[src/source/ex_pkg.sv]
package ex_pkg;

  ////////////////////////////////////////
  // Widths
  ////////////////////////////////////////

  localparam int unsigned XLEN       = 32;  // Data word width
  localparam int unsigned REG_ADDR_W = 6;   // MSB selects the FP register bank

  ////////////////////////////////////////
  // Operation word
  ////////////////////////////////////////

  // ALU view of the 7-bit operation word
  typedef enum logic [6:0] {
    ALU_ADD  = 7'b0011000,
    ALU_SUB  = 7'b0011001,
    ALU_AND  = 7'b0010101,
    ALU_OR   = 7'b0101110,
    ALU_XOR  = 7'b0101111,
    ALU_SLL  = 7'b0100111,
    ALU_SRL  = 7'b0100101,
    ALU_SRA  = 7'b0100100,
    ALU_SLT  = 7'b0000010,  // Signed set-less-than
    ALU_SLTU = 7'b0000011,  // Unsigned set-less-than
    ALU_EQ   = 7'b0001100,
    ALU_NE   = 7'b0001101,
    ALU_LTS  = 7'b0000000,
    ALU_LTU  = 7'b0000001,
    ALU_GES  = 7'b0001010,
    ALU_GEU  = 7'b0001011
  } alu_opcode_e;

  // Multiplier view of the same word
  typedef struct packed {
    logic       hi;        // Return upper half of the product
    logic       a_signed;  // Operand A is signed
    logic       b_signed;  // Operand B is signed
    logic [3:0] spare;     // Must be zero
  } mul_view_t;

  // One word, read by whichever unit is enabled
  typedef union packed {
    alu_opcode_e alu;
    mul_view_t   mul;
  } ex_op_u;

  ////////////////////////////////////////
  // Port bundles
  ////////////////////////////////////////

  typedef struct packed {
    logic            en;
    ex_op_u          op;
    logic [XLEN-1:0] a;
    logic [XLEN-1:0] b;
    logic [XLEN-1:0] c;  // Jump target for branches
  } alu_req_t;

  typedef struct packed {
    logic            en;
    ex_op_u          op;
    logic [XLEN-1:0] a;
    logic [XLEN-1:0] b;
  } mult_req_t;

  // Register file write port
  typedef struct packed {
    logic                  we;
    logic [REG_ADDR_W-1:0] addr;
    logic [XLEN-1:0]       data;
  } wb_port_t;

  // Result returned by a functional unit
  typedef struct packed {
    logic [XLEN-1:0] result;
    logic            ready;       // Result valid this cycle
    logic            multicycle;  // Unit needs more cycles
  } unit_res_t;

endpackage

[src/source/ex_alu.sv]
`timescale 1ns/100ps

module ex_alu (
  input  logic                    clk,
  input  logic                    rst_n,
  input  ex_pkg::alu_req_t        req_i,
  output ex_pkg::unit_res_t       res_o,
  output logic                    branch_decision_o,
  output logic [ex_pkg::XLEN-1:0] jump_target_o
);

  // Clock and reset reserved for future multicycle ops

  ex_pkg::alu_opcode_e     opcode;
  logic [ex_pkg::XLEN-1:0] op_a;
  logic [ex_pkg::XLEN-1:0] op_b;
  logic [ex_pkg::XLEN:0]   diff;       // A - B with carry out
  logic                    lt_u;
  logic                    lt_s;
  logic                    eq;
  logic [4:0]              shamt;
  logic [ex_pkg::XLEN-1:0] shift_res;
  logic                    cmp;
  logic [ex_pkg::XLEN-1:0] result;

  assign opcode = req_i.op.alu;  // ALU reading of the op word
  assign op_a   = req_i.a;
  assign op_b   = req_i.b;

  ////////////////////////////////////////
  // Shared subtractor and compares
  ////////////////////////////////////////

  assign diff = {1'b0, op_a} + {1'b0, ~op_b} + 1'b1;
  assign lt_u = ~diff[ex_pkg::XLEN];  // No carry out means borrow
  // Same signs give the unsigned answer, else A's sign decides
  assign lt_s = (op_a[ex_pkg::XLEN-1] == op_b[ex_pkg::XLEN-1]) ? lt_u
                                                               : op_a[ex_pkg::XLEN-1];
  assign eq   = (op_a == op_b);

  always_comb begin
    case (opcode)
      ex_pkg::ALU_EQ:   cmp = eq;
      ex_pkg::ALU_NE:   cmp = ~eq;
      ex_pkg::ALU_LTS,
      ex_pkg::ALU_SLT:  cmp = lt_s;
      ex_pkg::ALU_LTU,
      ex_pkg::ALU_SLTU: cmp = lt_u;
      ex_pkg::ALU_GES:  cmp = ~lt_s;
      ex_pkg::ALU_GEU:  cmp = ~lt_u;
      default:          cmp = 1'b0;  // Not a compare
    endcase
  end

  ////////////////////////////////////////
  // Barrel shifter
  ////////////////////////////////////////

  assign shamt = op_b[4:0];  // Only low 5 bits count

  always_comb begin
    case (opcode)
      ex_pkg::ALU_SLL: shift_res = op_a << shamt;
      ex_pkg::ALU_SRA: shift_res = $unsigned($signed(op_a) >>> shamt);
      default:         shift_res = op_a >> shamt;  // SRL
    endcase
  end

  // Result select
  always_comb begin
    case (opcode)
      ex_pkg::ALU_ADD: result = op_a + op_b;  // Wraps on overflow
      ex_pkg::ALU_SUB: result = diff[ex_pkg::XLEN-1:0];
      ex_pkg::ALU_AND: result = op_a & op_b;
      ex_pkg::ALU_OR:  result = op_a | op_b;
      ex_pkg::ALU_XOR: result = op_a ^ op_b;
      ex_pkg::ALU_SLL,
      ex_pkg::ALU_SRL,
      ex_pkg::ALU_SRA: result = shift_res;
      default:         result = {{(ex_pkg::XLEN-1){1'b0}}, cmp};  // Compares and SLT
    endcase
  end

  assign res_o.result     = result;
  assign res_o.ready      = 1'b1;  // Single cycle
  assign res_o.multicycle = 1'b0;

  // Branch outputs
  assign branch_decision_o = cmp;
  assign jump_target_o     = req_i.c;  // Target computed in ID

endmodule

[src/source/ex_mult.sv]
`timescale 1ns/100ps

module ex_mult (
  input  logic              clk,
  input  logic              rst_n,
  input  ex_pkg::mult_req_t req_i,
  input  logic              ex_ready_i,
  output ex_pkg::unit_res_t res_o
);

  ex_pkg::mul_view_t         view;
  logic [ex_pkg::XLEN:0]     op_a_ext;   // 33 bit, sign or zero extended
  logic [ex_pkg::XLEN:0]     op_b_ext;
  logic [2*ex_pkg::XLEN-1:0] prod;       // Full 64-bit product
  logic [ex_pkg::XLEN-1:0]   prod_hi_q;  // Upper half held for cycle two
  logic                      busy_q;     // High-half result is waiting
  logic                      hi_start;

  assign view = req_i.op.mul;  // Multiplier reading of the op word

  ////////////////////////////////////////
  // Operand extension and product
  ////////////////////////////////////////

  // Extra MSB is a copy of the sign only when that operand is signed
  assign op_a_ext = {view.a_signed & req_i.a[ex_pkg::XLEN-1], req_i.a};
  assign op_b_ext = {view.b_signed & req_i.b[ex_pkg::XLEN-1], req_i.b};

  // 33x33 signed multiply, low 64 bits are exact for all sign modes
  assign prod = $signed(op_a_ext) * $signed(op_b_ext);

  // A high-half request seen while idle starts the second cycle
  assign hi_start = req_i.en & view.hi & ~busy_q;

  ////////////////////////////////////////
  // Two-cycle control
  ////////////////////////////////////////

  always_ff @(posedge clk or negedge rst_n) begin
    if (!rst_n) begin
      busy_q <= 1'b0;
    end else if (hi_start) begin
      busy_q <= 1'b1;  // Result presented next cycle
    end else if (busy_q && ex_ready_i) begin
      busy_q <= 1'b0;  // Consumed by the stage
    end
  end

  always_ff @(posedge clk) begin
    if (hi_start) begin
      prod_hi_q <= prod[2*ex_pkg::XLEN-1:ex_pkg::XLEN];
    end
  end

  // Low half is combinational; upper half comes from the register
  assign res_o.result     = busy_q ? prod_hi_q : prod[ex_pkg::XLEN-1:0];
  assign res_o.ready      = ~hi_start;  // Held low during first cycle
  assign res_o.multicycle = hi_start;

endmodule

[src/source/ex_writeback.sv]
`timescale 1ns/100ps

module ex_writeback (
  input  logic                          clk,
  input  logic                          rst_n,
  input  ex_pkg::unit_res_t             alu_res_i,
  input  ex_pkg::unit_res_t             mult_res_i,
  input  logic                          alu_en_i,
  input  logic                          mult_en_i,
  input  logic                          csr_access_i,
  input  logic                          lsu_en_i,
  input  logic                          lsu_ready_ex_i,  // EX part of LSU done
  input  logic                          lsu_err_i,
  input  logic                          branch_in_ex_i,
  input  logic                          wb_ready_i,      // WB can take data
  input  logic [ex_pkg::XLEN-1:0]       csr_rdata_i,
  input  logic [ex_pkg::XLEN-1:0]       lsu_rdata_i,
  input  logic                          alu_we_i,
  input  logic                          regfile_we_i,
  input  logic [ex_pkg::REG_ADDR_W-1:0] alu_waddr_i,
  input  logic [ex_pkg::REG_ADDR_W-1:0] regfile_waddr_i,
  output ex_pkg::wb_port_t              fw_port_o,
  output ex_pkg::wb_port_t              wb_port_o,
  output logic                          ex_ready_o,
  output logic                          ex_valid_o
);

  logic                          units_ready;
  logic                          lsu_we;      // Write enable minus load error
  logic                          lsu_we_q;
  logic [ex_pkg::REG_ADDR_W-1:0] lsu_waddr_q;

  ////////////////////////////////////////
  // Forward port
  ////////////////////////////////////////

  // CSR wins over multiplier, multiplier over ALU
  always_comb begin
    fw_port_o.we   = alu_we_i;
    fw_port_o.addr = alu_waddr_i;
    fw_port_o.data = '0;
    if (csr_access_i) begin
      fw_port_o.data = csr_rdata_i;
    end else if (mult_en_i) begin
      fw_port_o.data = mult_res_i.result;
    end else if (alu_en_i) begin
      fw_port_o.data = alu_res_i.result;
    end
  end

  ////////////////////////////////////////
  // EX/WB register for the LSU port
  ////////////////////////////////////////

  assign lsu_we = regfile_we_i & ~lsu_err_i;

  always_ff @(posedge clk or negedge rst_n) begin
    if (!rst_n) begin
      lsu_we_q    <= 1'b0;
      lsu_waddr_q <= '0;
    end else if (ex_valid_o) begin  // Implies wb_ready_i
      lsu_we_q <= lsu_we;
      if (lsu_we) lsu_waddr_q <= regfile_waddr_i;  // Keep last address otherwise
    end else if (wb_ready_i) begin
      lsu_we_q <= 1'b0;  // Bubble flushed out
    end
  end

  assign wb_port_o.we   = lsu_we_q;
  assign wb_port_o.addr = lsu_waddr_q;
  assign wb_port_o.data = lsu_rdata_i;  // Load data arrives in WB

  // Handshake
  assign units_ready = alu_res_i.ready & mult_res_i.ready & lsu_ready_ex_i & wb_ready_i;

  // Branches finish in EX, so they never wait on WB
  assign ex_ready_o = units_ready | branch_in_ex_i;
  assign ex_valid_o = (alu_en_i | mult_en_i | csr_access_i | lsu_en_i) & units_ready;

endmodule

[src/source/ex_stage.sv]
`timescale 1ns/100ps

module ex_stage (
  input  logic                          clk,
  input  logic                          rst_n,
  // Requests from ID
  input  ex_pkg::alu_req_t              alu_req_i,
  input  ex_pkg::mult_req_t             mult_req_i,
  // Writeback control and data
  input  logic                          csr_access_i,
  input  logic                          lsu_en_i,
  input  logic                          lsu_ready_ex_i,
  input  logic                          lsu_err_i,
  input  logic                          branch_in_ex_i,
  input  logic                          wb_ready_i,
  input  logic [ex_pkg::XLEN-1:0]       csr_rdata_i,
  input  logic [ex_pkg::XLEN-1:0]       lsu_rdata_i,
  input  logic                          alu_we_i,
  input  logic                          regfile_we_i,
  input  logic [ex_pkg::REG_ADDR_W-1:0] alu_waddr_i,
  input  logic [ex_pkg::REG_ADDR_W-1:0] regfile_waddr_i,
  // Write ports and handshake
  output ex_pkg::wb_port_t              fw_port_o,
  output ex_pkg::wb_port_t              wb_port_o,
  output logic                          ex_ready_o,
  output logic                          ex_valid_o,
  // To IF and hazard logic
  output logic                          mult_multicycle_o,
  output logic                          branch_decision_o,
  output logic [ex_pkg::XLEN-1:0]       jump_target_o
);

  ex_pkg::unit_res_t alu_res;
  ex_pkg::unit_res_t mult_res;

  assign mult_multicycle_o = mult_res.multicycle;

  ////////////////////////////////////////
  // Functional units
  ////////////////////////////////////////

  ex_alu alu_i (
    .clk               (clk),
    .rst_n             (rst_n),
    .req_i             (alu_req_i),
    .res_o             (alu_res),
    .branch_decision_o (branch_decision_o),
    .jump_target_o     (jump_target_o)
  );

  ex_mult mult_i (
    .clk        (clk),
    .rst_n      (rst_n),
    .req_i      (mult_req_i),
    .ex_ready_i (ex_ready_o),  // Tells the multiplier its result left
    .res_o      (mult_res)
  );

  ////////////////////////////////////////
  // Write ports and handshake
  ////////////////////////////////////////

  ex_writeback writeback_i (
    .clk             (clk),
    .rst_n           (rst_n),
    .alu_res_i       (alu_res),
    .mult_res_i      (mult_res),
    .alu_en_i        (alu_req_i.en),
    .mult_en_i       (mult_req_i.en),
    .csr_access_i    (csr_access_i),
    .lsu_en_i        (lsu_en_i),
    .lsu_ready_ex_i  (lsu_ready_ex_i),
    .lsu_err_i       (lsu_err_i),
    .branch_in_ex_i  (branch_in_ex_i),
    .wb_ready_i      (wb_ready_i),
    .csr_rdata_i     (csr_rdata_i),
    .lsu_rdata_i     (lsu_rdata_i),
    .alu_we_i        (alu_we_i),
    .regfile_we_i    (regfile_we_i),
    .alu_waddr_i     (alu_waddr_i),
    .regfile_waddr_i (regfile_waddr_i),
    .fw_port_o       (fw_port_o),
    .wb_port_o       (wb_port_o),
    .ex_ready_o      (ex_ready_o),
    .ex_valid_o      (ex_valid_o)
  );

endmodule

[config.mk]
export PLATFORM = sky130hd
export DESIGN_NAME = ex_stage
export DESIGN_NICKNAME = d
export VERILOG_FILES = /design/src/source/ex_pkg.sv /design/src/source/ex_alu.sv /design/src/source/ex_mult.sv /design/src/source/ex_writeback.sv /design/src/source/ex_stage.sv
export SDC_FILE = /design/constraint.sdc
export NUM_CORES = 2
export LEC_CHECK = 0
export BUFFER_PORTS_ARGS = -buffer_cell sky130_fd_sc_hd__buf_4
export CAP_MARGIN = 20
export CORE_MARGIN = 3
export CORE_UTILIZATION = 60
export DETAILED_ROUTE_END_ITERATION = 8
export GPL_ROUTABILITY_DRIVEN = 0
export HOLD_SLACK_MARGIN = 0.06
export PLACE_DENSITY_LB_ADDON = 0.05
export SYNTH_ARGS = -nofsm -noshare
export SYNTH_HDL_FRONTEND = slang
export SYNTH_SLANG_ARGS = --single-unit
[constraint.sdc]
create_clock -name clk -period 20 [get_ports clk]
set_input_delay 2 -clock clk [delete_from_list [all_inputs] [get_ports clk]]
set_output_delay 2 -clock clk [all_outputs]
set_load 0.05 [all_outputs]
# After elaboration in Yosys (flattened, before gate mapping)

Index checks and enable logic that the tools add are counted.

Flip-flop bits (word level): 40
Bits of input ports: 262
Output and inout port bits: 114

$add $sub $neg: 3
Multiply operators: 1
Equal/unequal tests: 17
Shift-type cells: 3
Multiplexer cells: 12
Bitwise operators: 22
Reduce and logical (&&, ||, !) cells: 8

Operator list:

| kind                                                            | count |
|---|---|
| 32-bit one-hot mux with 6 select lines                          | 1 |
| 32-bit two-way mux                                              | 4 |
| 33-bit by 33-bit multiplier with 64-bit output                  | 1 |
| 32-bit one-hot mux with 2 select lines                          | 1 |
| 7-bit by 6-bit == test with 1-bit output, second input constant | 5 |
| 32-bit by 32-bit adder with 33-bit output                       | 1 |
| 33-bit by 1-bit adder with 33-bit output, second input constant | 1 |
| 32-bit adder                                                    | 1 |
| 32-bit AND                                                      | 1 |
| 32-bit == test                                                  | 1 |
| 32-bit NOT                                                      | 1 |
| 32-bit bitwise OR                                               | 1 |
| 32-bit by 5-bit << shifter with 32-bit output                   | 1 |
| 32-bit by 5-bit right shift with 32-bit output                  | 1 |
| 32-bit by 5-bit >>> shifter with 32-bit output                  | 1 |
| 32-bit XOR                                                      | 1 |
| 7-bit by 4-bit == test with 1-bit output, second input constant | 4 |
| 7-bit by 5-bit == test with 1-bit output, second input constant | 3 |
| 7-bit by 2-bit == test with 1-bit output, second input constant | 2 |
| 1-bit AND                                                       | 8 |
| 7-bit by 1-bit == test with 1-bit output, second input constant | 1 |
| 7-bit logical NOT                                               | 1 |
| 1-bit NOT                                                       | 6 |
| 1-bit one-hot mux with 6 select lines                           | 1 |
| other kinds (8)                                                 | 17 |

# Depth between registers and ports, before layout

Depth after elaboration: 11
Depth in mapped cells: 30
Mapped depth without buffers: 28

# Cells and area by module

A second synthesis with hierarchy kept.

Cell total of the unflattened synthesis: 5,809
Area total of the unflattened synthesis: 49,751.5 sq um

By module, submodules not included:

| module       | instances | cells each | area an instance (sq um) |
|---|---|---|---|
| ex_mult      | 1         | 4,268      | 39,215.1 |
| ex_alu       | 1         | 1,368      | 9,322.7 |
| ex_writeback | 1         | 173        | 1,213.7 |

# Worst setup path before layout

Ideal clock, no wire load.

Kind: input -> output
Start point: input mult_req_i[7] (netlist bit)
End point: output fw_port_o[28] (netlist bit)
Data arrival time: 9.186 ns
Slack: 8.814 ns
Stages: 25
Path buffers: 3
Cells stage by stage: clkbuf_1 -> clkbuf_1 -> nand2_1 -> fa_1 -> inv_1 -> fa_1 -> fa_1 -> inv_1 -> fa_1 -> fa_1 -> fa_1 -> fa_1 -> inv_1 -> fa_1 -> ha_1 -> buf_2 -> nand4_1 -> nor3_1 -> nand4_1 -> a31oi_1 -> a31oi_1 -> xor2_1 -> o21ai_0 -> a22oi_1 -> a2bb2oi_1

RTL lines:

| element     | line           | source |
|---|---|---|
| from (decl) | ex_stage.sv:8  | `input ex_pkg::mult_req_t mult_req_i,` |
| to (decl)   | ex_stage.sv:23 | `output ex_pkg::wb_port_t fw_port_o,` |

==> impl_metrics.ini <==
[worst_setup_path]
worst-setup-path-type = in -> out
crit_required_ns = 18.00
cp.arrival_ns = 10.38
cp_max_fo = 33
cp-end-kind = output pin
start_kind = input port
rrSetupSlack_ns = 17.43

[global_routing]
grt_antenna_before_repair = 4
first_global_vias = 42180
grt_pass1_wl_um = 235900
track_usage = 0.3527
grt_max_degree = 82
grt_overflow = 0

[cells_and_area]
fill_cells = 7244
regArea_um2 = 1161
area_growth_pct = 3.109
drive_above_1_share = 0.06583
multi_input_area_um2 = 41830
fin_nets = 7272

[logic_synthesis]
synth-seq-cells = 40
ys_types = 96
syn-instance-count = 5718
synth_edf_count = 32
ys.flop_type = edfxtp_1
syn_area_per_cell_um2 = 8.642
async_reset_ff_frac = 0.2000
synth_warnings = 0
yosysSeqAreaShare = 0.02350
syn-num-nets = 7416
synth.cell_area_um2 = 49410

[detailed_routing]
wl_per_cell_um = 22.21
vias_per_cell = 6.048
drc = 29
finalWirelength_um = 147400
antenna_left = 0
dr.first_iter.drc_count = 3762
vias = 40140
firstDrtPassIters = 9

[clock_network]
clock-root-buffer = clkbuf_16
cts.htree.levels = 2
cts_tree = done
cts_buffers = 5
cts.sinks = 40
clkTransAtPathRegs_ns = 0.06
post_cts_resized = 0
cts.path.max_buffers = 2
clock_latency_ns = 0.30
cts_hold_buf = 0
post-cts-setup-buffers = 0

[sta]
rsz0062_at_grt = false
setup_viol = 0
setup_tns_ns = 0
timing.final.crit_share = 0.6192
relSlewSlack = 0.2873
period_needed_ns = 12.38
slew_violations = 0
worst_slew_pin_slew_ns = 1.059
max_clock_freq_ghz = 0.08074
worst_clock_skew_ns = 0.009454
setup_ws_ns = 7.615
finalHoldViolCount = 0

[floorplan]
num_io_pins = 376
initial_core_util = 0.6096
fp.dieH_um = 293.0
die_w_um = 293.0
fp.dieArea_um2 = 85840
rows = 104
core-area_um2 = 81070

[job]
drv_cap = 0

[place]
pre_cts_slack_ns = 7.666
numPortBuffers = 229
dpl.hpwl_um = 120400

[status]
failed_checks = design-rule violations
outcome = complete, but fails checks

[hold_path]
worstHoldPathType = reg -> reg
[kinds of logic (layout without fill, tap and decap cells)]
family	count (synthesis)	in the layout	share of synthesized area
flip-flops	40	40	0.02350
adder cells (fa/ha/maj)	1436	1436	0.5348
AO/OA/AOI/OAI	714	714	0.09693
multiplexers	122	122	0.03968
buffers and inverters	1628	1485	0.1302
other	0	3	0
AND/OR/NAND/NOR	1683	1683	0.1581
XOR/XNOR	95	95	0.01684
[per-stage QoR]
stage / util / hold WS [ns] / instances / instance area, um2
finish: 0.6285 / 0.4817 / 6638 / 50950
global route: 0.6285 / 0.5256 / 6637 / 50950
CTS: 0.6283 / 0.4846 / 6634 / 50940
detailed placement: 0.6266 / 0.4697 / 6626 / 50800
global placement: 0.6266 / 0.4645 / 6626 / 50800
floorplan: - / 0.4549 / 5718 / 49410
[cell usage after synthesis, drive strengths merged, types with 10 or more instances]
cell type / count / area [um2]
buf: 107 / 723.2
a2111oi: 15 / 170.2
nor2: 245 / 922.1
or2: 20 / 125.1
ha: 309 / 3866
o211ai: 28 / 210.2
nand2b: 18 / 112.6
o22ai: 14 / 87.58
mux4: 57 / 1284
fa: 1127 / 22560
a21oi: 184 / 924.6
xor2: 23 / 201.4
clkbuf: 296 / 1111
nand2: 813 / 3052
a221oi: 31 / 277.8
xnor2: 72 / 630.6
o21ai: 156 / 784.5
inv: 1223 / 4591
nand4: 10 / 62.56
mux2: 21 / 236.5
nor3: 55 / 275.3
a21o: 42 / 315.3
nand3: 45 / 225.2
a211oi: 29 / 217.7
a311oi: 11 / 96.34
and3: 27 / 168.9
a31oi: 22 / 137.6
o21bai: 17 / 127.6
or3: 18 / 117.6
o221ai: 11 / 96.34
o21a: 23 / 172.7
o31ai: 13 / 97.59
nor2b: 20 / 125.1
nor4: 16 / 100.1
and2: 373 / 2333
mux2i: 44 / 440.4
edfxtp: 32 / 960.9
a22oi: 26 / 195.2
[path summary, 6_finish.rpt]
check	start	to	cells after the start
setup / recovery	mult_req_i[51]	fw_port_o[30]	26
hold / removal	writeback_i.lsu_we_q	writeback_i.lsu_we_q	1
hold reg to reg	writeback_i.lsu_we_q	writeback_i.lsu_we_q	1
min in group asynchronous	rst_n	writeback_i.lsu_waddr_q[2]	1
setup reg to reg	mult_i.busy_q	writeback_i.lsu_waddr_q[0]	8
max in group asynchronous	rst_n	writeback_i.lsu_waddr_q[5]	1
[area by class of cell]
cell class | count | area share
inverter | 1225 | 0.09025
multi-input combinational | 4050 | 0.8209
clock buffer | 5 | 0.002456
antenna | 3 | 0.0001473
timing repair buffer | 252 | 0.03708
tap | 1060 | 0.02603
sequential | 40 | 0.02279
clock inverter | 3 | 0.0003684
[registers in the layout, summed over array words and instances, names as in the netlist]
name,cells
writeback_i.lsu_we_q,1
writeback_i.lsu_waddr_q,6
mult_i.busy_q,1
mult_i.prod_hi_q,32
[layout by cell type (no fill, tap or decap), types with 22 or more instances in the layout]
cell,count
a21o_1,42
fa_1,1127
inv_1,1221
o21ai_1,43
a221oi_1,30
o211ai_1,28
a21oi_1,183
nand3_1,45
o21ai_0,112
and3_1,27
edfxtp_1,32
ha_1,309
a22oi_1,26
a211oi_1,29
nor3_1,55
xor2_1,23
and2_1,371
nor2_1,243
o21a_1,23
mux2i_1,44
buf_4,251
xnor2_1,72
a31oi_1,22
nand2_1,813
mux4_2,57
[worst max-delay path, stage by stage]
cell	delay, ns
buf_4	0.27
and2_1	0.26
fa_1	0.53
inv_1	0.06
fa_1	0.53
inv_1	0.05
fa_1	0.47
inv_1	0.05
fa_1	0.56
fa_1	0.45
fa_1	0.54
fa_1	0.50
inv_1	0.05
fa_1	0.43
ha_1	0.42
nand4_1	0.17
nor3_1	0.36
nand4_1	0.22
a31oi_1	0.56
a31oi_1	0.22
a21oi_1	0.25
xnor2_1	0.29
o21ai_0	0.36
and3_1	0.30
a221o_1	0.26
buf_4	0.19
[per-layer routing]
metal  vias up  track usage  wire length [um]
met2      2155       0.5843             70820
met1     20310       0.4604             55030
met4         4       0.1508              7707
met5         -            0                27
li1      17190            -                 -
met3       486      0.06206             13860
Power is not shown: default switching activity piles up to over one toggle a cycle in this logic, so the estimate is an artifact.
